--- src/hw/taylor_defs.svh ---
// Fixed-point widths and slice operand codes shared by the Taylor unit RTL and testbench
`ifndef TAYLOR_DEFS_SVH
`define TAYLOR_DEFS_SVH

// --------------------------------------------------------------------
// Q2.16 number format
// --------------------------------------------------------------------

// Data word and fraction bits
`define TAYLOR_DW 18
`define TAYLOR_FW 16

// The value 1.0
`define TAYLOR_ONE 18'h1_0000

// Accumulator width of the slice
`define TAYLOR_PW 48

// Term count limits
`define TAYLOR_MIN_TERMS 2
`define TAYLOR_MAX_TERMS 10

// --------------------------------------------------------------------
// Slice operand select codes
// --------------------------------------------------------------------

// X input picks zero or the product
`define TAYLOR_MAC_X_ZERO 1'b0
`define TAYLOR_MAC_X_MULT 1'b1

// Z input picks zero or the previous accumulator
`define TAYLOR_MAC_Z_ZERO 1'b0
`define TAYLOR_MAC_Z_PREV 1'b1

`endif

--- src/hw/taylor_pkg.sv ---
// Types shared by the Taylor function unit blocks and imported with taylor_pkg::*
`include "taylor_defs.svh"

package taylor_pkg;

    // Codes 5..7 are reserved and evaluate to zero
    typedef enum logic [2:0] {
        func_cos  = 3'd0,
        func_sin  = 3'd1,
        func_exp  = 3'd2,
        func_cosh = 3'd3,
        func_sinh = 3'd4
    } taylor_func_e;

    // Request from the ALU
    typedef struct packed {
        taylor_func_e                 func;
        logic signed [`TAYLOR_DW-1:0] x;
    } taylor_req_t;

    // Result in Q2.16
    typedef struct packed {
        logic signed [`TAYLOR_DW-1:0] result;
    } taylor_resp_t;

    // Slice inputs
    typedef struct packed {
        logic                         x_sel;
        logic                         z_sel;
        logic signed [`TAYLOR_DW-1:0] a;
        logic signed [`TAYLOR_DW-1:0] b;
    } taylor_mac_in_t;

    // Product and accumulator
    typedef struct packed {
        logic signed [2*`TAYLOR_DW-1:0] m;
        logic signed [`TAYLOR_PW-1:0]   p;
    } taylor_mac_out_t;

    // Register bus command
    typedef struct packed {
        logic        wr;
        logic [1:0]  addr;
        logic [15:0] wdata;
    } taylor_reg_req_t;

endpackage

--- src/hw/taylor_cfg_regs.sv ---
// Term count and completion counter registers on the Taylor unit register bus
`timescale 1ns/1ps
`include "taylor_defs.svh"

module taylor_cfg_regs
    import taylor_pkg::*;
(
    input  logic            reset,
    input  logic            clk,
    input  logic            reg_valid,
    input  taylor_reg_req_t reg_req,
    output logic [15:0]     reg_rdata,
    input  logic            resp_done,
    output logic [3:0]      n_terms
);

    localparam logic [1:0] addr_terms = 2'd0;
    localparam logic [1:0] addr_done  = 2'd1;

    logic [3:0]  n_q;
    logic [3:0]  n_clamped;
    logic [15:0] done_cnt;
    logic        wr_terms;

    assign wr_terms = reg_valid && reg_req.wr && (reg_req.addr == addr_terms);

    // Keep the count inside the supported range
    always_comb begin
        if (reg_req.wdata < 16'(`TAYLOR_MIN_TERMS))
            n_clamped = 4'(`TAYLOR_MIN_TERMS);
        else if (reg_req.wdata > 16'(`TAYLOR_MAX_TERMS))
            n_clamped = 4'(`TAYLOR_MAX_TERMS);
        else
            n_clamped = reg_req.wdata[3:0];
    end

    always_ff @(posedge reset or posedge clk) begin
        if (clk) begin
            n_q      <= 4'(`TAYLOR_MAX_TERMS);
            done_cnt <= '0;
        end else begin
            if (wr_terms)
                n_q <= n_clamped;
            // Wraps at 16 bits
            if (resp_done)
                done_cnt <= done_cnt + 16'd1;
        end
    end

    // Read data one cycle after the request
    always_ff @(posedge reset) begin
        if (reg_valid && !reg_req.wr) begin
            case (reg_req.addr)
                addr_terms: reg_rdata <= {12'd0, n_q};
                addr_done:  reg_rdata <= done_cnt;
                default:    reg_rdata <= '0;
            endcase
        end
    end

    assign n_terms = n_q;

endmodule

--- src/hw/taylor_coef_rom.sv ---
// Derivative coefficient and reciprocal tables looked up by the Taylor sequencer
`timescale 1ns/1ps
`include "taylor_defs.svh"

module taylor_coef_rom
    import taylor_pkg::*;
(
    input  taylor_func_e                 func,
    input  logic [3:0]                   i,
    input  logic [3:0]                   j,
    output logic signed [`TAYLOR_DW-1:0] coef,
    output logic signed [`TAYLOR_DW-1:0] recip
);

    localparam logic signed [`TAYLOR_DW-1:0] coef_pos = `TAYLOR_ONE;
    localparam logic signed [`TAYLOR_DW-1:0] coef_neg = -coef_pos;

    // f^(i)(0) for each function
    always_comb begin
        coef = '0;
        case (func)
            func_cos: begin
                if (i[1:0] == 2'd0)
                    coef = coef_pos;
                else if (i[1:0] == 2'd2)
                    coef = coef_neg;
            end
            func_sin: begin
                if (i[1:0] == 2'd1)
                    coef = coef_pos;
                else if (i[1:0] == 2'd3)
                    coef = coef_neg;
            end
            func_exp: coef = coef_pos;
            func_cosh: begin
                if (!i[0])
                    coef = coef_pos;
            end
            func_sinh: begin
                if (i[0])
                    coef = coef_pos;
            end
            default: coef = '0;
        endcase
    end

    // 1/j rounded to nearest
    always_comb begin
        case (j)
            4'd1:    recip = 18'h1_0000;
            4'd2:    recip = 18'h0_8000;
            4'd3:    recip = 18'h0_5555;
            4'd4:    recip = 18'h0_4000;
            4'd5:    recip = 18'h0_3333;
            4'd6:    recip = 18'h0_2aab;
            4'd7:    recip = 18'h0_2492;
            4'd8:    recip = 18'h0_2000;
            4'd9:    recip = 18'h0_1c72;
            4'd10:   recip = 18'h0_199a;
            default: recip = '0;
        endcase
    end

endmodule

--- src/hw/taylor_mac.sv ---
// Model of one DSP slice with registered operands used as the shared Taylor MAC
`timescale 1ns/1ps
`include "taylor_defs.svh"

module taylor_mac
    import taylor_pkg::*;
(
    input  logic            reset,
    input  logic            clk,
    input  taylor_mac_in_t  mac_in,
    output taylor_mac_out_t mac_out
);

    logic signed [`TAYLOR_DW-1:0]   a_q;
    logic signed [`TAYLOR_DW-1:0]   b_q;
    logic                           x_sel_q;
    logic                           z_sel_q;
    logic                           x_sel_d;
    logic                           z_sel_d;
    logic signed [2*`TAYLOR_DW-1:0] m_q;
    logic signed [`TAYLOR_PW-1:0]   p_q;
    logic signed [`TAYLOR_PW-1:0]   x_term;
    logic signed [`TAYLOR_PW-1:0]   z_term;

    // Operand registers
    always_ff @(posedge reset) begin
        a_q <= mac_in.a;
        b_q <= mac_in.b;
    end

    // Post-adder inputs with the product sign extended
    assign x_term = (x_sel_d == `TAYLOR_MAC_X_MULT) ? `TAYLOR_PW'(m_q) : '0;
    assign z_term = (z_sel_d == `TAYLOR_MAC_Z_PREV) ? p_q : '0;

    // Selects follow the data through the multiplier stage
    always_ff @(posedge reset or posedge clk) begin
        if (clk) begin
            x_sel_q <= `TAYLOR_MAC_X_ZERO;
            z_sel_q <= `TAYLOR_MAC_Z_ZERO;
            x_sel_d <= `TAYLOR_MAC_X_ZERO;
            z_sel_d <= `TAYLOR_MAC_Z_ZERO;
            m_q     <= '0;
            p_q     <= '0;
        end else begin
            x_sel_q <= mac_in.x_sel;
            z_sel_q <= mac_in.z_sel;
            x_sel_d <= x_sel_q;
            z_sel_d <= z_sel_q;
            m_q     <= a_q * b_q;
            p_q     <= x_term + z_term;
        end
    end

    assign mac_out.m = m_q;
    assign mac_out.p = p_q;

endmodule

--- src/hw/taylor_seq.sv ---
// Microcoded sequencer that evaluates the Taylor series on the shared MAC slice
`timescale 1ns/1ps
`include "taylor_defs.svh"

module taylor_seq
    import taylor_pkg::*;
(
    input  logic                         reset,
    input  logic                         clk,
    input  logic                         req_valid,
    output logic                         req_ready,
    input  taylor_req_t                  req,
    output logic                         resp_valid,
    input  logic                         resp_ready,
    output taylor_resp_t                 resp,
    output logic                         resp_done,
    input  logic [3:0]                   n_terms,
    output taylor_func_e                 func,
    output logic [3:0]                   idx_i,
    output logic [3:0]                   idx_j,
    input  logic signed [`TAYLOR_DW-1:0] coef,
    input  logic signed [`TAYLOR_DW-1:0] recip,
    output taylor_mac_in_t               mac_in,
    input  taylor_mac_out_t              mac_out
);

    // --------------------------------------------------------------------
    // Micro-operations, one bit each
    // --------------------------------------------------------------------
    localparam logic [14:0] op_nop       = 15'h0000;
    localparam logic [14:0] op_mov_v0_1  = 15'h0001;
    localparam logic [14:0] op_wait_in   = 15'h0002;
    localparam logic [14:0] op_mov_j_1   = 15'h0004;
    localparam logic [14:0] op_repeat_n  = 15'h0008;
    localparam logic [14:0] op_mul_x_rj  = 15'h0010;
    localparam logic [14:0] op_inc_j     = 15'h0020;
    localparam logic [14:0] op_mov_i_0   = 15'h0040;
    localparam logic [14:0] op_mul_chain = 15'h0080;
    localparam logic [14:0] op_mul_acc   = 15'h0100;
    localparam logic [14:0] op_inc_i     = 15'h0200;
    localparam logic [14:0] op_jp_loop   = 15'h0400;
    localparam logic [14:0] op_repeat_2  = 15'h0800;
    localparam logic [14:0] op_mov_res   = 15'h1000;
    localparam logic [14:0] op_wait_out  = 15'h2000;
    localparam logic [14:0] op_jp_1      = 15'h4000;

    logic [3:0]                   pc;
    logic [14:0]                  ops;
    logic [3:0]                   rep_cnt;
    logic [3:0]                   rep_max;
    logic                         rep_hold;
    logic                         stall;
    logic                         accept;
    logic [3:0]                   i_q;
    logic [3:0]                   j_q;
    logic [3:0]                   n_q;
    logic signed [`TAYLOR_DW-1:0] x_q;
    taylor_func_e                 func_q;
    logic signed [`TAYLOR_DW-1:0] val [0:`TAYLOR_MAX_TERMS];
    logic [1:0]                   wb_trig;
    logic [3:0]                   wb_idx [0:1];
    logic signed [`TAYLOR_DW-1:0] m_hi;
    logic signed [`TAYLOR_DW-1:0] p_hi;

    // Program: pass 1 forms x/j, the loop chains powers and accumulates
    always_comb begin
        case (pc)
            4'd0:    ops = op_mov_v0_1;
            4'd1:    ops = op_wait_in | op_mov_j_1;
            4'd2:    ops = op_repeat_n | op_mul_x_rj | op_inc_j;
            4'd3:    ops = op_mov_i_0 | op_mov_j_1;
            4'd4:    ops = op_mul_chain;
            4'd5:    ops = op_mul_acc | op_inc_i | op_inc_j | op_jp_loop;
            4'd6:    ops = op_nop;
            4'd7:    ops = op_mul_acc;
            4'd8:    ops = op_repeat_2;
            4'd9:    ops = op_mov_res;
            4'd10:   ops = op_wait_out | op_jp_1;
            default: ops = op_jp_1;
        endcase
    end

    assign req_ready = |(ops & op_wait_in);
    assign accept    = req_ready && req_valid;
    assign resp_done = resp_valid && resp_ready;

    assign rep_max  = |(ops & op_repeat_n) ? n_q - 4'd1 :
                      |(ops & op_repeat_2) ? 4'd1 : 4'd0;
    assign rep_hold = (rep_cnt != rep_max);
    assign stall    = (accept != req_ready) || rep_hold ||
                      (|(ops & op_wait_out) && !resp_ready);

    // --------------------------------------------------------------------
    // Program counter and repeat counter
    // --------------------------------------------------------------------
    always_ff @(posedge reset or posedge clk) begin
        if (clk) begin
            pc      <= '0;
            rep_cnt <= '0;
        end else begin
            if (stall)
                pc <= pc;
            else if (|(ops & op_jp_1))
                pc <= 4'd1;
            else if (|(ops & op_jp_loop) && j_q != n_q - 4'd1)
                pc <= pc - 4'd1;
            else
                pc <= pc + 4'd1;

            if (rep_hold)
                rep_cnt <= rep_cnt + 4'd1;
            else
                rep_cnt <= '0;
        end
    end

    // Index registers and latched term count
    always_ff @(posedge reset or posedge clk) begin
        if (clk) begin
            i_q <= '0;
            j_q <= '0;
            n_q <= 4'(`TAYLOR_MAX_TERMS);
        end else begin
            if (|(ops & op_mov_i_0))
                i_q <= '0;
            else if (|(ops & op_inc_i))
                i_q <= i_q + 4'd1;
            if (|(ops & op_mov_j_1))
                j_q <= 4'd1;
            else if (|(ops & op_inc_j))
                j_q <= j_q + 4'd1;
            if (accept)
                n_q <= n_terms;
        end
    end

    always_ff @(posedge reset) begin
        if (accept) begin
            x_q    <= req.x;
            func_q <= req.func;
        end
    end

    assign func  = func_q;
    assign idx_i = i_q;
    assign idx_j = j_q;

    // --------------------------------------------------------------------
    // Slice operands
    // --------------------------------------------------------------------
    assign m_hi = mac_out.m[`TAYLOR_FW +: `TAYLOR_DW];
    assign p_hi = mac_out.p[`TAYLOR_FW +: `TAYLOR_DW];

    always_comb begin
        mac_in.x_sel = `TAYLOR_MAC_X_ZERO;
        mac_in.z_sel = `TAYLOR_MAC_Z_PREV;
        mac_in.a     = '0;
        mac_in.b     = '0;
        if (|(ops & op_mul_x_rj)) begin
            mac_in.a = x_q;
            mac_in.b = recip;
        end else if (|(ops & op_mul_chain)) begin
            // Previous power comes straight from m after the first step
            mac_in.a = (i_q == 4'd0) ? val[0] : m_hi;
            mac_in.b = val[j_q];
        end else if (|(ops & op_mul_acc)) begin
            mac_in.x_sel = `TAYLOR_MAC_X_MULT;
            mac_in.z_sel = (i_q == 4'd0) ? `TAYLOR_MAC_Z_ZERO : `TAYLOR_MAC_Z_PREV;
            mac_in.a     = val[i_q];
            mac_in.b     = coef;
        end
    end

    // --------------------------------------------------------------------
    // Value array with two-stage write-back
    // --------------------------------------------------------------------
    always_ff @(posedge reset or posedge clk) begin
        if (clk)
            wb_trig <= '0;
        else
            wb_trig <= {wb_trig[0], |(ops & (op_mul_x_rj | op_mul_chain))};
    end

    always_ff @(posedge reset) begin
        wb_idx[0] <= j_q;
        wb_idx[1] <= wb_idx[0];
        if (|(ops & op_mov_v0_1))
            val[0] <= `TAYLOR_ONE;
        else if (wb_trig[1])
            val[wb_idx[1]] <= m_hi;
    end

    // Response held until the handshake
    always_ff @(posedge reset or posedge clk) begin
        if (clk)
            resp_valid <= 1'b0;
        else if (|(ops & op_mov_res))
            resp_valid <= 1'b1;
        else if (resp_done)
            resp_valid <= 1'b0;
    end

    always_ff @(posedge reset) begin
        if (|(ops & op_mov_res))
            resp.result <= p_hi;
    end

endmodule

--- src/hw/taylor_unit.sv ---
// Top level of the Taylor function unit with request, response and register ports
`timescale 1ns/1ps

module taylor_unit
    import taylor_pkg::*;
(
    input  logic            reset,
    input  logic            clk,
    input  logic            req_valid,
    output logic            req_ready,
    input  taylor_req_t     req,
    output logic            resp_valid,
    input  logic            resp_ready,
    output taylor_resp_t    resp,
    input  logic            reg_valid,
    input  taylor_reg_req_t reg_req,
    output logic [15:0]     reg_rdata
);

    logic [3:0]      n_terms;
    logic            resp_done;
    taylor_func_e    func;
    logic [3:0]      idx_i;
    logic [3:0]      idx_j;
    logic [17:0]     coef;
    logic [17:0]     recip;
    taylor_mac_in_t  mac_in;
    taylor_mac_out_t mac_out;

    taylor_seq u_taylor_seq (
        .reset      (reset),
        .clk        (clk),
        .req_valid  (req_valid),
        .req_ready  (req_ready),
        .req        (req),
        .resp_valid (resp_valid),
        .resp_ready (resp_ready),
        .resp       (resp),
        .resp_done  (resp_done),
        .n_terms    (n_terms),
        .func       (func),
        .idx_i      (idx_i),
        .idx_j      (idx_j),
        .coef       (coef),
        .recip      (recip),
        .mac_in     (mac_in),
        .mac_out    (mac_out)
    );

    taylor_coef_rom u_taylor_coef_rom (
        .func  (func),
        .i     (idx_i),
        .j     (idx_j),
        .coef  (coef),
        .recip (recip)
    );

    // Shared multiply-accumulate slice
    taylor_mac u_taylor_mac (
        .reset   (reset),
        .clk     (clk),
        .mac_in  (mac_in),
        .mac_out (mac_out)
    );

    taylor_cfg_regs u_taylor_cfg_regs (
        .reset     (reset),
        .clk       (clk),
        .reg_valid (reg_valid),
        .reg_req   (reg_req),
        .reg_rdata (reg_rdata),
        .resp_done (resp_done),
        .n_terms   (n_terms)
    );

endmodule

--- config.mk ---
export PLATFORM = sky130hd
export DESIGN_NAME = taylor_unit
export DESIGN_NICKNAME = d
export VERILOG_FILES = /design/src/hw/taylor_pkg.sv /design/src/hw/taylor_cfg_regs.sv /design/src/hw/taylor_coef_rom.sv /design/src/hw/taylor_mac.sv /design/src/hw/taylor_seq.sv /design/src/hw/taylor_unit.sv
export VERILOG_INCLUDE_DIRS = /design/src /design/src/hw
export SDC_FILE = /design/constraint.sdc
export NUM_CORES = 2
export LEC_CHECK = 0
export BUFFER_PORTS_ARGS = -buffer_cell sky130_fd_sc_hd__buf_2
export CAP_MARGIN = 25
export CORE_MARGIN = 2
export CORE_UTILIZATION = 30
export CTS_CLUSTER_SIZE = 8
export DETAILED_ROUTE_END_ITERATION = 12
export GPL_ROUTABILITY_DRIVEN = 0
export GPL_TIMING_DRIVEN = 0
export MAX_ROUTING_LAYER = met4
export RECOVER_POWER = 100
export SETUP_SLACK_MARGIN = 0.3
export SLEW_MARGIN = 20
export SYNTH_ARGS = -nofsm -noshare
export SYNTH_HDL_FRONTEND = slang
export SYNTH_SLANG_ARGS = --single-unit
--- constraint.sdc ---
create_clock -name reset -period 16.2 [get_ports reset]
set_input_delay 3.24 -clock reset [delete_from_list [all_inputs] [get_ports reset]]
set_output_delay 3.24 -clock reset [all_outputs]
set_load 0.01 [all_outputs]
==> results.cfg <==
[outcome]
outcome = finished with violations
failed_checks = capacitance limit, slew limit

[layout]
fin_nets = 3406
layout-drive-gt1-share = 0.0833
areaGrowthSynthToFinish_pct = 12.4
finish.cell_count_without_fillers = 4324
fillers = 10267

[placed_design]
placedCellCount = 4212
port_buffers = 79
dp_hpwl_um = 67300

[synth]
asr_flop_ratio_synth = 0.279
synth_top_family_by_area = adder cells
synth.cells.most_frequent = 397 x sky130_fd_sc_hd__inv_1, 317 x sky130_fd_sc_hd__fa_1, 253 x sky130_fd_sc_hd__edfxtp_1, 245 x sky130_fd_sc_hd__and2_1, 240 x sky130_fd_sc_hd__nand2_1
synth_compound_gate_area_share = 0.0816
synth_seq_area_share = 0.369
syn_inst = 2752
post_synth_num_cell_types = 75
yosys_warnings = 0
post_synth_mux_area_share = 0.0774
synth_area_in_simple_gates = 0.116
synth.cell_area_um2 = 30800
number_of_flops_mapped_to_enable_cells_by_yosys = 253
synthMostInstantiatedCell = sky130_fd_sc_hd__inv_1
most_used_flip_flop_cell_after_synthesis = sky130_fd_sc_hd__edfxtp_1
synth.largest_area_cell = sky130_fd_sc_hd__edfxtp_1
synthesized_area_per_cell_um2 = 11.2
postSynthNetCount = 3254
post_synth_main_area_contributors = sky130_fd_sc_hd__edfxtp_1 25%, sky130_fd_sc_hd__fa_1 21%, sky130_fd_sc_hd__dfrtp_1 9.0%
ys_seq_elements = 412
synth_adder_area_share = 0.263
synthDominantCellAreaShare = 0.247
synth_xor_xnor_area_share = 0.0281

[setup_path]
rr_endpoint = u_taylor_mac.m_q[33]
r2r_cells = 23
critPathLaunchType = flop
max_stage_delay_ns = 0.97
critPathMostFrequentCell = sky130_fd_sc_hd__fa_1
regToRegStartpoint = u_taylor_mac.b_q[5]
critPathLaunch = u_taylor_mac.b_q[5]
critical-path-slowest-cell = sky130_fd_sc_hd__fa_1
setup.worst_path.class = flop to flop
arrival_ns = 8.78
worstPathCellList = clkbuf_1 -> clkbuf_1 -> nand2_1 -> fa_1 -> inv_1 -> fa_1 -> inv_1 -> fa_1 -> inv_1 -> fa_1 -> fa_1 -> inv_1 -> fa_1 -> inv_1 -> ha_1 -> a21o_1 -> a21o_1 -> or3_1 -> a21o_1 -> a31oi_1 -> o21ai_0 -> a21oi_1 -> xnor2_1
timing.critical_path.to_type = flop
crit_fanout = 10
endpoint = u_taylor_mac.m_q[33]
worst-r2r-setup-slack_ns = 7.92
timing.critical_path.required_ns = 16.70

[timing]
whs_ns = 0.301
layout_worst_path_cycle_share = 0.511
worst_slew_pin_slew_ns = 3.06
timing_max_transition_violations_final = 194
finClkSkew_ns = 0.0834
fin_tns_setup_ns = 0
timing.final.crit_period_ns = 8.28
timing.fmax_ghz = 0.121
finalHoldViolCount = 0
tightest_slew_margin_relative_to_the_limit = -1.05
grt_setup_unrepaired = no
setup_violations = 0

[detailed_routing]
drtIter0Drc = 1991
via_count = 21519
drt_pass1_iterations = 7
post_dr_wirelength_cell_um = 20.9
drt-vias-per-instance = 4.98
drc = 0
drtAntennaViolNets = 0
routed_wl_um = 90200

[clock_tree]
ctsResizeCount = 0
clock_insertion_delay_worst_skew_ns = 0.66
cts_tree = yes
cts-root-buf = sky130_fd_sc_hd__clkbuf_16
htreeDepth = 2
cts_max_path_buffers = 3
numCtsBuffers = 58
worst_setup_hold_path_clk_slew_ns = 0.05
cts.repair_timing.setup_buffer_count = 0
cts.sinks = 412
cts-hold-fix-buffers = 0

[global_route]
global_route_wire_length_before_repair_um = 138000
largest_net_degree_at_the_start_of_global_routing = 66
grtUsageTotal = 0.176
via_count_of_the_first_global_routing_pass = 21998
number_of_antenna_violations_at_the_first_check_in_global_routing = 4
global_route.overflow_total = 0

[die]
floorplan.die.height_um = 324
placement_rows = 117
ioPinCount = 81
initial_utilization = 0.303
die_area_um2 = 105000
floorplan.die.width_um = 324
placeableCoreArea_um2 = 102000

[worst_hold_path]
hp_class = flop to flop

[pwr]
clock_power_share = 0.246
vdd_drop_max_uv = 98.5
power_switching_share = 0.417
netSwitchingPower_w = 0.00196
combinationalPowerShare = 0.436
power.leakage_nw = 14.5
sequential_share_of_power = 0.317
p_int_w = 0.00275
pwr_density_cell_nw_per_um2 = 136

[run]
max-cap-violations = 6
==> state kept, by name (all words and copies together) (netlist names), 8 cells and up <==
signal and flops:
u_taylor_seq.resp 18, u_taylor_seq.val 198, u_taylor_cfg_regs.reg_rdata 16, u_taylor_mac.m_q 34, u_taylor_mac.p_q 34, u_taylor_cfg_regs.done_cnt 16, u_taylor_mac.a_q 18, u_taylor_seq.wb_idx 8
u_taylor_seq.x_q 18, u_taylor_mac.b_q 18
==> stage by stage <==
step            util  total power [W]  cell area (um2)  setup slack, ns
5_1_grt        0.340          0.00496            34600             7.47
6_report       0.340          0.00471            34600             7.92
3_3_place_gp   0.323          0.00353            32900             8.11
4_1_cts        0.344          0.00473            35000             7.98
3_5_place_dp   0.326          0.00356            33200             8.07
2_1_floorplan      -          0.00279            30800             9.55
==> power by group through the flow <==
stage / clock network [W] / registers, W / logic [W]
final: 0.00116 / 0.00150 / 0.00205
after global routing: 0.00123 / 0.00151 / 0.00222
after CTS: 0.00118 / 0.00149 / 0.00207
after detailed placement: 0 / 0.00151 / 0.00205
after global placement: 0 / 0.00151 / 0.00202
after floorplan: 0 / 0.00141 / 0.00138
==> kinds of logic (layout without fill, tap and decap cells) <==
kind of cell / after synthesis / count (layout)
xor+xnor: 98 / 98
other cells: 0 / 2
mux: 170 / 170
flops: 412 / 412
buf+inv: 530 / 732
fa+ha+maj: 457 / 457
compound gates: 377 / 377
simple gates: 708 / 708
==> routing by layer <==
layer	GRT usage	share of wire	vias up
met2	0.275	0.47	841
li1	-	-	9501
met3	0.0321	0.082	168
met1	0.234	0.42	11009
met4	0.0520	0.029	0
met5	-	0	-
==> cells in the final DEF (no fill, tap or decap), types with 22 or more instances in the layout <==
cell | netlist | layout
sky130_fd_sc_hd__inv_1 | 397 | 396
sky130_fd_sc_hd__fa_1 | 317 | 317
sky130_fd_sc_hd__edfxtp_1 | 253 | 253
sky130_fd_sc_hd__nand2_1 | 240 | 240
sky130_fd_sc_hd__clkbuf_1 | 114 | 222
sky130_fd_sc_hd__and2_1 | 245 | 216
sky130_fd_sc_hd__ha_1 | 140 | 140
sky130_fd_sc_hd__a21oi_1 | 123 | 123
sky130_fd_sc_hd__dfrtp_1 | 111 | 111
sky130_fd_sc_hd__nor2_1 | 93 | 93
sky130_fd_sc_hd__mux2_2 | 84 | 84
sky130_fd_sc_hd__xnor2_1 | 72 | 72
sky130_fd_sc_hd__o21ai_0 | 55 | 62
sky130_fd_sc_hd__clkbuf_16 | 0 | 58
sky130_fd_sc_hd__mux4_2 | 46 | 46
sky130_fd_sc_hd__dfxtp_1 | 44 | 44
sky130_fd_sc_hd__mux2i_1 | 40 | 40
sky130_fd_sc_hd__buf_2 | 9 | 40
sky130_fd_sc_hd__a221oi_1 | 30 | 30
sky130_fd_sc_hd__nand3_1 | 29 | 29
sky130_fd_sc_hd__and2_0 | 0 | 29
sky130_fd_sc_hd__a22oi_1 | 28 | 28
sky130_fd_sc_hd__nand2b_1 | 27 | 27
sky130_fd_sc_hd__xor2_1 | 25 | 25
sky130_fd_sc_hd__a21o_1 | 25 | 25
sky130_fd_sc_hd__nor3_1 | 21 | 22
==> worst min path at each step <==
stage | to | slack, ns | cells after the start | startpoint
floorplan | u_taylor_seq.wb_idx[0][4] | 0.31 | 0 | u_taylor_seq.wb_idx[0][0]
global placement | u_taylor_seq.wb_idx[0][5] | 0.31 | 0 | u_taylor_seq.wb_idx[0][1]
detailed placement | u_taylor_seq.wb_idx[0][5] | 0.31 | 0 | u_taylor_seq.wb_idx[0][1]
CTS | u_taylor_seq.wb_idx[0][6] | 0.29 | 0 | u_taylor_seq.wb_idx[0][2]
global route | u_taylor_seq.wb_idx[0][6] | 0.30 | 0 | u_taylor_seq.wb_idx[0][2]
finish | u_taylor_seq.wb_idx[0][6] | 0.30 | 0 | u_taylor_seq.wb_idx[0][2]
==> worst max-delay path: cells and delay by family, from the launching register on <==
kind,cells,cell delay (ns)
adders and majority gates,7,4.09
buffers and inverters,7,1.74
AOI/OAI and AO/OA,6,1.17
and+or+nand+nor,2,0.55
DFF,1,0.31
xor gates and xnor gates,1,0.22
==> area by class of cell <==
type                            instances  area [um2]  area share
Inverter                              399        1500      0.0433
Clock inverter                          4        96.3     0.00279
Clock buffer                          106        1660      0.0480
Sequential cell                       412       11400       0.328
Tap cell                             1368        1710      0.0495
Timing Repair Buffer                   92         390      0.0113
Antenna cell                            2        5.00    0.000145
Multi-Input combinational cell       1810       17400       0.502
Buffer                                131         497      0.0144
(Power assumes the default switching activity.)
